<file path="src/logic/des_pkg.sv">
`default_nettype none

package des_pkg;

  ////////////////////
  // Widths and types
  ////////////////////
  localparam int BLOCK_W    = 64;
  localparam int HALF_W     = 32;
  localparam int CD_W       = 28;
  localparam int SUBKEY_W   = 48;
  localparam int NUM_ROUNDS = 16;

  typedef logic [BLOCK_W-1:0]  block_t;
  typedef logic [BLOCK_W-1:0]  key_t;
  typedef logic [HALF_W-1:0]   half_t;
  typedef logic [CD_W-1:0]     cd_half_t;
  typedef logic [SUBKEY_W-1:0] subkey_t;
  typedef logic [3:0]          round_t;

  ////////////////////
  // Permutation tables
  ////////////////////
  // Standard DES numbering, bit 1 is the MSB
  localparam byte unsigned IP_TABLE [1:64] = '{
    58, 50, 42, 34, 26, 18, 10, 2,
    60, 52, 44, 36, 28, 20, 12, 4,
    62, 54, 46, 38, 30, 22, 14, 6,
    64, 56, 48, 40, 32, 24, 16, 8,
    57, 49, 41, 33, 25, 17,  9, 1,
    59, 51, 43, 35, 27, 19, 11, 3,
    61, 53, 45, 37, 29, 21, 13, 5,
    63, 55, 47, 39, 31, 23, 15, 7
  };

  localparam byte unsigned IP_INV_TABLE [1:64] = '{
    40, 8, 48, 16, 56, 24, 64, 32,
    39, 7, 47, 15, 55, 23, 63, 31,
    38, 6, 46, 14, 54, 22, 62, 30,
    37, 5, 45, 13, 53, 21, 61, 29,
    36, 4, 44, 12, 52, 20, 60, 28,
    35, 3, 43, 11, 51, 19, 59, 27,
    34, 2, 42, 10, 50, 18, 58, 26,
    33, 1, 41,  9, 49, 17, 57, 25
  };

  localparam byte unsigned E_TABLE [1:48] = '{
    32,  1,  2,  3,  4,  5,  4,  5,  6,  7,  8,  9,
     8,  9, 10, 11, 12, 13, 12, 13, 14, 15, 16, 17,
    16, 17, 18, 19, 20, 21, 20, 21, 22, 23, 24, 25,
    24, 25, 26, 27, 28, 29, 28, 29, 30, 31, 32,  1
  };

  localparam byte unsigned P_TABLE [1:32] = '{
    16,  7, 20, 21, 29, 12, 28, 17,  1, 15, 23, 26,  5, 18, 31, 10,
     2,  8, 24, 14, 32, 27,  3,  9, 19, 13, 30,  6, 22, 11,  4, 25
  };

  // Parity bits 8, 16, ... 64 are dropped here
  localparam byte unsigned PC1_TABLE [1:56] = '{
    57, 49, 41, 33, 25, 17,  9,  1, 58, 50, 42, 34, 26, 18,
    10,  2, 59, 51, 43, 35, 27, 19, 11,  3, 60, 52, 44, 36,
    63, 55, 47, 39, 31, 23, 15,  7, 62, 54, 46, 38, 30, 22,
    14,  6, 61, 53, 45, 37, 29, 21, 13,  5, 28, 20, 12,  4
  };

  localparam byte unsigned PC2_TABLE [1:48] = '{
    14, 17, 11, 24,  1,  5,  3, 28, 15,  6, 21, 10,
    23, 19, 12,  4, 26,  8, 16,  7, 27, 20, 13,  2,
    41, 52, 31, 37, 47, 55, 30, 40, 51, 45, 33, 48,
    44, 49, 39, 56, 34, 53, 46, 42, 50, 36, 29, 32
  };

  // Left rotation per round
  localparam byte unsigned SHIFT_TABLE [1:16] = '{
    1, 1, 2, 2, 2, 2, 2, 2, 1, 2, 2, 2, 2, 2, 2, 1
  };

  ////////////////////
  // S-boxes
  ////////////////////
  // Entry index is row * 16 + column
  localparam logic [3:0] SBOX_TABLE [1:8][0:63] = '{
    '{14, 4, 13, 1, 2, 15, 11, 8, 3, 10, 6, 12, 5, 9, 0, 7,
      0, 15, 7, 4, 14, 2, 13, 1, 10, 6, 12, 11, 9, 5, 3, 8,
      4, 1, 14, 8, 13, 6, 2, 11, 15, 12, 9, 7, 3, 10, 5, 0,
      15, 12, 8, 2, 4, 9, 1, 7, 5, 11, 3, 14, 10, 0, 6, 13},
    '{15, 1, 8, 14, 6, 11, 3, 4, 9, 7, 2, 13, 12, 0, 5, 10,
      3, 13, 4, 7, 15, 2, 8, 14, 12, 0, 1, 10, 6, 9, 11, 5,
      0, 14, 7, 11, 10, 4, 13, 1, 5, 8, 12, 6, 9, 3, 2, 15,
      13, 8, 10, 1, 3, 15, 4, 2, 11, 6, 7, 12, 0, 5, 14, 9},
    '{10, 0, 9, 14, 6, 3, 15, 5, 1, 13, 12, 7, 11, 4, 2, 8,
      13, 7, 0, 9, 3, 4, 6, 10, 2, 8, 5, 14, 12, 11, 15, 1,
      13, 6, 4, 9, 8, 15, 3, 0, 11, 1, 2, 12, 5, 10, 14, 7,
      1, 10, 13, 0, 6, 9, 8, 7, 4, 15, 14, 3, 11, 5, 2, 12},
    '{7, 13, 14, 3, 0, 6, 9, 10, 1, 2, 8, 5, 11, 12, 4, 15,
      13, 8, 11, 5, 6, 15, 0, 3, 4, 7, 2, 12, 1, 10, 14, 9,
      10, 6, 9, 0, 12, 11, 7, 13, 15, 1, 3, 14, 5, 2, 8, 4,
      3, 15, 0, 6, 10, 1, 13, 8, 9, 4, 5, 11, 12, 7, 2, 14},
    '{2, 12, 4, 1, 7, 10, 11, 6, 8, 5, 3, 15, 13, 0, 14, 9,
      14, 11, 2, 12, 4, 7, 13, 1, 5, 0, 15, 10, 3, 9, 8, 6,
      4, 2, 1, 11, 10, 13, 7, 8, 15, 9, 12, 5, 6, 3, 0, 14,
      11, 8, 12, 7, 1, 14, 2, 13, 6, 15, 0, 9, 10, 4, 5, 3},
    '{12, 1, 10, 15, 9, 2, 6, 8, 0, 13, 3, 4, 14, 7, 5, 11,
      10, 15, 4, 2, 7, 12, 9, 5, 6, 1, 13, 14, 0, 11, 3, 8,
      9, 14, 15, 5, 2, 8, 12, 3, 7, 0, 4, 10, 1, 13, 11, 6,
      4, 3, 2, 12, 9, 5, 15, 10, 11, 14, 1, 7, 6, 0, 8, 13},
    '{4, 11, 2, 14, 15, 0, 8, 13, 3, 12, 9, 7, 5, 10, 6, 1,
      13, 0, 11, 7, 4, 9, 1, 10, 14, 3, 5, 12, 2, 15, 8, 6,
      1, 4, 11, 13, 12, 3, 7, 14, 10, 15, 6, 8, 0, 5, 9, 2,
      6, 11, 13, 8, 1, 4, 10, 7, 9, 5, 0, 15, 14, 2, 3, 12},
    '{13, 2, 8, 4, 6, 15, 11, 1, 10, 9, 3, 14, 5, 0, 12, 7,
      1, 15, 13, 8, 10, 3, 7, 4, 12, 5, 6, 11, 0, 14, 9, 2,
      7, 11, 4, 1, 9, 12, 14, 2, 0, 6, 10, 13, 15, 3, 5, 8,
      2, 1, 14, 7, 4, 10, 8, 13, 15, 12, 9, 0, 3, 5, 6, 11}
  };

  ////////////////////
  // Helper functions
  ////////////////////
  function automatic block_t permute_ip(block_t din);
    block_t dout;
    for (int i = 1; i <= BLOCK_W; i++)
      dout[BLOCK_W-i] = din[BLOCK_W-IP_TABLE[i]];
    return dout;
  endfunction

  function automatic block_t permute_ip_inv(block_t din);
    block_t dout;
    for (int i = 1; i <= BLOCK_W; i++)
      dout[BLOCK_W-i] = din[BLOCK_W-IP_INV_TABLE[i]];
    return dout;
  endfunction

  function automatic subkey_t expand_e(half_t din);
    subkey_t dout;
    for (int i = 1; i <= SUBKEY_W; i++)
      dout[SUBKEY_W-i] = din[HALF_W-E_TABLE[i]];
    return dout;
  endfunction

  function automatic half_t permute_p(half_t din);
    half_t dout;
    for (int i = 1; i <= HALF_W; i++)
      dout[HALF_W-i] = din[HALF_W-P_TABLE[i]];
    return dout;
  endfunction

  function automatic logic [2*CD_W-1:0] permute_pc1(key_t din);
    logic [2*CD_W-1:0] dout;
    for (int i = 1; i <= 2 * CD_W; i++)
      dout[2*CD_W-i] = din[BLOCK_W-PC1_TABLE[i]];
    return dout;
  endfunction

  function automatic subkey_t permute_pc2(logic [2*CD_W-1:0] din);
    subkey_t dout;
    for (int i = 1; i <= SUBKEY_W; i++)
      dout[SUBKEY_W-i] = din[2*CD_W-PC2_TABLE[i]];
    return dout;
  endfunction

  // Row from bits 6 and 1, column from bits 5..2
  function automatic logic [3:0] sbox_lookup(int box, logic [5:0] bits);
    return SBOX_TABLE[box][{bits[5], bits[0], bits[4:1]}];
  endfunction

  function automatic half_t feistel_f(half_t r, subkey_t k);
    subkey_t x;
    half_t s;
    x = expand_e(r) ^ k;
    // S1 works on the top six bits
    for (int b = 1; b <= 8; b++)
      s[HALF_W-4*b +: 4] = sbox_lookup(b, x[SUBKEY_W-6*b +: 6]);
    return permute_p(s);
  endfunction

endpackage

`default_nettype wire

</file>
<file path="src/logic/des_block_load.sv">
`timescale 1ns/10ps
`default_nettype none

module des_block_load (
  input  logic               clk,
  input  logic               arst_n,
  input  logic               start,
  input  logic               busy,
  input  des_pkg::block_t    message,
  input  des_pkg::key_t      key,
  output logic               load,
  output des_pkg::half_t     l0,
  output des_pkg::half_t     r0,
  output des_pkg::cd_half_t  c0,
  output des_pkg::cd_half_t  d0
);
  import des_pkg::*;

  logic              accept;
  block_t            ip_msg;
  logic [2*CD_W-1:0] pc1_key;

  // Only when idle and nothing pending
  assign accept  = start && !busy && !load;
  assign ip_msg  = permute_ip(message);
  assign pc1_key = permute_pc1(key);

  always_ff @(posedge clk or negedge arst_n)
  begin
    if (!arst_n)
      load <= 1'b0;
    else
      load <= accept;
  end

  always_ff @(posedge clk)
  begin
    if (accept)
    begin
      l0 <= ip_msg[BLOCK_W-1:HALF_W];
      r0 <= ip_msg[HALF_W-1:0];
      c0 <= pc1_key[2*CD_W-1:CD_W];
      d0 <= pc1_key[CD_W-1:0];
    end
  end

endmodule

`default_nettype wire

</file>
<file path="src/logic/des_key_schedule.sv">
`timescale 1ns/10ps
`default_nettype none

module des_key_schedule (
  input  logic               clk,
  input  logic               arst_n,
  input  logic               load,
  input  logic               advance,
  input  des_pkg::cd_half_t  c0,
  input  des_pkg::cd_half_t  d0,
  input  des_pkg::round_t    round_idx,
  output des_pkg::subkey_t   subkey
);
  import des_pkg::*;

  cd_half_t c_q;
  cd_half_t d_q;
  cd_half_t c_rot;
  cd_half_t d_rot;
  logic     double_shift;

  assign double_shift = (SHIFT_TABLE[int'(round_idx) + 1] == 2);

  // Left rotation by one or two places
  always_comb
  begin
    if (double_shift)
    begin
      c_rot = {c_q[CD_W-3:0], c_q[CD_W-1:CD_W-2]};
      d_rot = {d_q[CD_W-3:0], d_q[CD_W-1:CD_W-2]};
    end
    else
    begin
      c_rot = {c_q[CD_W-2:0], c_q[CD_W-1]};
      d_rot = {d_q[CD_W-2:0], d_q[CD_W-1]};
    end
  end

  assign subkey = permute_pc2({c_rot, d_rot});

  always_ff @(posedge clk or negedge arst_n)
  begin
    if (!arst_n)
    begin
      c_q <= '0;
      d_q <= '0;
    end
    else if (load)
    begin
      c_q <= c0;
      d_q <= d0;
    end
    else if (advance)
    begin
      c_q <= c_rot;
      d_q <= d_rot;
    end
  end

endmodule

`default_nettype wire

</file>
<file path="src/logic/des_round_engine.sv">
`timescale 1ns/10ps
`default_nettype none

module des_round_engine (
  input  logic              clk,
  input  logic              arst_n,
  input  logic              load,
  input  des_pkg::half_t    l0,
  input  des_pkg::half_t    r0,
  input  des_pkg::subkey_t  subkey,
  output des_pkg::round_t   round_idx,
  output logic              advance,
  output logic              busy,
  output logic              finish,
  output des_pkg::half_t    l16,
  output des_pkg::half_t    r16
);
  import des_pkg::*;

  localparam round_t LAST_ROUND = round_t'(NUM_ROUNDS - 1);

  round_t round_q;
  half_t  l_q;
  half_t  r_q;
  half_t  f_out;

  assign f_out     = feistel_f(r_q, subkey);
  assign round_idx = round_q;
  assign advance   = busy;
  assign l16       = l_q;
  assign r16       = r_q;

  ////////////////////
  // Round control
  ////////////////////
  always_ff @(posedge clk or negedge arst_n)
  begin
    if (!arst_n)
    begin
      busy    <= 1'b0;
      round_q <= '0;
      finish  <= 1'b0;
    end
    else
    begin
      finish <= busy && (round_q == LAST_ROUND);
      if (load)
      begin
        busy    <= 1'b1;
        round_q <= '0;
      end
      else if (busy)
      begin
        round_q <= round_q + 1'b1;
        // Round 16 ends the block
        if (round_q == LAST_ROUND)
          busy <= 1'b0;
      end
    end
  end

  ////////////////////
  // Feistel halves
  ////////////////////
  always_ff @(posedge clk)
  begin
    if (load)
    begin
      l_q <= l0;
      r_q <= r0;
    end
    else if (busy)
    begin
      l_q <= r_q;
      r_q <= l_q ^ f_out;
    end
  end

endmodule

`default_nettype wire

</file>
<file path="src/logic/des_block_out.sv">
`timescale 1ns/10ps
`default_nettype none

module des_block_out (
  input  logic             clk,
  input  logic             arst_n,
  input  logic             finish,
  input  des_pkg::half_t   l16,
  input  des_pkg::half_t   r16,
  output des_pkg::block_t  ciphertext,
  output logic             done
);
  import des_pkg::*;

  block_t result;

  // Halves swap before the final permutation
  assign result = permute_ip_inv({r16, l16});

  always_ff @(posedge clk or negedge arst_n)
  begin
    if (!arst_n)
    begin
      ciphertext <= '0;
      done       <= 1'b0;
    end
    else
    begin
      done <= finish;
      if (finish)
        ciphertext <= result;
    end
  end

endmodule

`default_nettype wire

</file>
<file path="src/logic/des_encrypt_top.sv">
`timescale 1ns/10ps
`default_nettype none

module des_encrypt_top (
  input  logic             clk,
  input  logic             arst_n,
  input  logic             start,
  input  des_pkg::block_t  message,
  input  des_pkg::key_t    key,
  output des_pkg::block_t  ciphertext,
  output logic             done
);
  import des_pkg::*;

  logic     load;
  logic     busy;
  logic     advance;
  logic     finish;
  half_t    l0;
  half_t    r0;
  half_t    l16;
  half_t    r16;
  cd_half_t c0;
  cd_half_t d0;
  round_t   round_idx;
  subkey_t  subkey;

  // Input side
  des_block_load load_i (
    .clk     (clk),
    .arst_n  (arst_n),
    .start   (start),
    .busy    (busy),
    .message (message),
    .key     (key),
    .load    (load),
    .l0      (l0),
    .r0      (r0),
    .c0      (c0),
    .d0      (d0)
  );

  des_key_schedule key_sched_i (
    .clk       (clk),
    .arst_n    (arst_n),
    .load      (load),
    .advance   (advance),
    .c0        (c0),
    .d0        (d0),
    .round_idx (round_idx),
    .subkey    (subkey)
  );

  des_round_engine engine_i (
    .clk       (clk),
    .arst_n    (arst_n),
    .load      (load),
    .l0        (l0),
    .r0        (r0),
    .subkey    (subkey),
    .round_idx (round_idx),
    .advance   (advance),
    .busy      (busy),
    .finish    (finish),
    .l16       (l16),
    .r16       (r16)
  );

  // Output side
  des_block_out out_i (
    .clk        (clk),
    .arst_n     (arst_n),
    .finish     (finish),
    .l16        (l16),
    .r16        (r16),
    .ciphertext (ciphertext),
    .done       (done)
  );

endmodule

`default_nettype wire

</file>
<file path="config.mk">
export PLATFORM = sky130hd
export DESIGN_NAME = des_encrypt_top
export DESIGN_NICKNAME = d
export VERILOG_FILES = /design/src/logic/des_pkg.sv /design/src/logic/des_block_load.sv /design/src/logic/des_key_schedule.sv /design/src/logic/des_round_engine.sv /design/src/logic/des_block_out.sv /design/src/logic/des_encrypt_top.sv
export SDC_FILE = /design/constraint.sdc
export NUM_CORES = 1
export LEC_CHECK = 0
export BUFFER_PORTS_ARGS = -buffer_cell sky130_fd_sc_hd__buf_2
export CAP_MARGIN = 20
export CORE_MARGIN = 2
export CORE_UTILIZATION = 35
export CTS_BUF_LIST = sky130_fd_sc_hd__clkbuf_8
export CTS_CLUSTER_SIZE = 12
export DETAILED_ROUTE_END_ITERATION = 7
export PLACE_DENSITY = 0.61
export SYNTH_ARGS = -nofsm -noshare
export SYNTH_HDL_FRONTEND = slang
export SYNTH_SLANG_ARGS = --single-unit
</file>
<file path="constraint.sdc">
create_clock -name clk -period 8.5 [get_ports clk]
set_input_delay 0.425 -clock clk [delete_from_list [all_inputs] [get_ports clk]]
set_output_delay 0.425 -clock clk [all_outputs]
set_load 0.005 [all_outputs]
</file>
==> run metrics <==
status finished, final reports clean; gr ovfl total 0; setup_tns 0 ns; Max Slew Vio Count 0; design area 0.0228 sq mm; NumNets Final 2318; post-synth net total 2047; crit path DAT 5.94 ns; ANT cells 0; setup bufs post-CTS 0; Slew @ Worst Pin roughly 1.1 ns; # port buffers between 150 and 200; share of cells above drive strength 1 20.7%; antenna-violating nets left 0; GRT met3 Usage 3.15%; vias in the first global route 15.5k; Tcrit/Tclk final roughly two thirds; initial core utilization roughly a third; cts repair resizes 0; RR Startpoint engine_i.round_idx[0]$_DFFE_PN0P_; post-synthesis sequential area ratio 46.0%; Synth Warn # 0; most frequent cells in the layout nand2_1, buf_2, edfxtp_1; Yosys cell types 89; Die X about 240 um; skew final 0.0653 ns; Cells after Synth 1851; r2r setup slk 2.96 ns; Die H 237 um; TritonCTS clock tree built; Setup crit start kind flop; cts hold-fix bufs 121; Peak Freq 181 MHz; DR WL/cell between 20 and 25 um; end point of the critical path engine_i.r16[0]$_DFFE_PP_; Placer Congestion between 0.9 and 1; CP max-delay cell nor2_4; hold crit path type in2async; R2R depth 17; via/cell ratio 5.56; final WL 60000 um; Detailed Place HPWL ~41000 um; CP Cell Sequence inv_1, ha_1, and3_1, o211a_1, nor2_4, buf_4, mux2i_1, xor2_2, inv_1, ha_1, inv_1, nand3_1, and2_1, mux2i_1, mux4_2, xnor2_1, mux2_2; worst-path maximum fanout 17; clock latency on the worst-skew pair 0.70 ns; RSZ-0062 raised after global routing false; DR iter-0 viols roughly 1.4k; post-synthesis cell area around 0.019 sq mm; post-layout util about 42%; # IOs 196; Setup crit start engine_i.round_idx[0]$_DFFE_PN0P_; GRT Max-Usage Layer met2; Remaining DRCs 0; drt pass-1 iters 5; most common cell after layout, fill and taps aside nand2_1; first-pass GRT wire length slightly above 90000 um; TritonCTS buffer count 56; Avg Synthesized Cell Area 10.2 sq um; capture point of the worst reg-to-reg path engine_i.r16[0]$_DFFE_PP_; GR Util All Layers 21.0%; Hold Vio Cnt, Final 0; CP required 8.91 ns; root buffer cell clkbuf_8; H-tree Lvls 2; CP Capture Type flop; met1 usage 29.4%; max incr delay on CP 0.53 ns; initial antenna violation count 0; flops & latches, synth 312; Post-synth EDFFs around 180; worst-case clock buffer depth 3; final setup fails 0; fin crit period 5.54 ns; area grow syn2layout 20.2%; most frequent CP cell inv_1; Max-Cap Viols 0; clock sinks 312; critical path type reg2reg; Clock transition at path regs 0.06 ns; largest net degree at the start of global routing 79; die area 0.0561 sq mm; Core ar. 0.0537 sq mm; via count approximately 16k; number of fill cells in the layout approximately 5.1k; DP Area between 0.02 and 0.025 sq mm; FFs w/ async S/R, synth around 41%; routing usage on met2 33.3%; # rows 85; Worst slew margin around 26%; predominant post-synthesis flop cell edfxtp_1
-- synth_stat cells, types with 11 or more instances --
cell type	n	share of area [%]
mux2i_1	58	3.1
nand2_1	205	4.1
inv_1	53	1.0
o21ai_0	174	4.6
buf_2	25	0.66
or3_1	13	0.43
mux4_2	14	1.7
ha_1	65	4.3
nand2b_1	18	0.59
edfxtp_1	184	29
clkbuf_1	72	1.4
a21oi_1	62	1.6
nor4_1	15	0.49
xor2_1	23	1.1
o31ai_1	11	0.44
o22ai_1	13	0.43
nand3_1	71	1.9
o211ai_1	30	1.2
mux2_2	104	6.2
nor3_1	49	1.3
xnor2_1	49	2.3
a211oi_1	34	1.3
nor2b_1	24	0.79
dfrtp_1	128	17
and3_1	22	0.73
nor2_1	89	1.8
-- registers in the layout (all words and copies together) (netlist names), 28 cells and up --
register and cells:
load_i.l0 32, key_sched_i.c_q 28, out_i.ciphertext 64, load_i.r0 32, load_i.c0 28, load_i.d0 28
key_sched_i.d_q 28, engine_i.l16 32, engine_i.r16 32
-- worst max-delay path: cells and delay by family, from the launching register on --
family,cells,cell delay (ns)
adders and majority gates,2,0.67
and+or+nand+nor,4,1.13
AOI/OAI and AO/OA,1,0.26
DFF,1,0.44
xor gates and xnor gates,2,0.68
muxes,4,1.25
buffers and inverters,4,0.80
-- logic make-up (layout without fill, tap and decap cells) --
group / Yosys count / count (layout) / share of synthesized area (%)
compound gates: 482 / 482 / 16.6
buf+inv: 174 / 493 / 3.77
fa+ha+maj: 65 / 65 / 4.29
flops: 312 / 312 / 46.0
mux: 177 / 177 / 11.0
simple gates: 559 / 559 / 14.1
xor+xnor: 82 / 82 / 4.28
-- worst min-delay path by stage --
stage | from | to | slack (ns) | cells past startpoint
after floorplan | arst_n | engine_i.advance$_DFF_PN0_ | 0.13 | 0
after global placement | load_i.c0[2]$_DFFE_PP_ | key_sched_i.c_q[2]$_DFFE_PN0P_ | 0.44 | 2
after detailed placement | load_i.d0[24]$_DFFE_PP_ | key_sched_i.d_q[24]$_DFFE_PN0P_ | 0.45 | 2
after CTS | arst_n | out_i.ciphertext[21]$_DFFE_PN0P_ | 0.34 | 2
after global routing | arst_n | out_i.ciphertext[8]$_DFFE_PN0P_ | 0.41 | 2
final | arst_n | out_i.ciphertext[19]$_DFFE_PN0P_ | 0.35 | 2
-- cell type report --
cell class                      count  area, sq um  share of cell area [%]
Inverter                           60          225                   0.988
Sequential cell                   312         8730                    38.3
Clock inverter                     47          329                    1.44
Clock buffer                       59          812                    3.56
Multi-Input combinational cell   1365         9540                    41.8
Timing Repair Buffer              327         2300                    10.1
Tap cell                          696          871                    3.82
-- stage by stage --
stage | hold slack [ns] | std cells | worst slack (ns)
floorplan | 0.129 | 1851 | 1.16
global placement | 0.443 | 2637 | 2.83
detailed placement | 0.445 | 2637 | 2.72
CTS | 0.339 | 2864 | 2.67
global route | 0.407 | 2866 | 2.64
finish | 0.350 | 2866 | 2.96
-- metal layers --
layer	share of wire, %	routed length [um]
met1	46	27600
met2	45	27300
met3	5.6	3350
met4	3.1	1840
met5	0	0
Power is left out: the tool's default activity adds up to more than one toggle a clock period on the data nets, which glitch-free logic cannot reach.
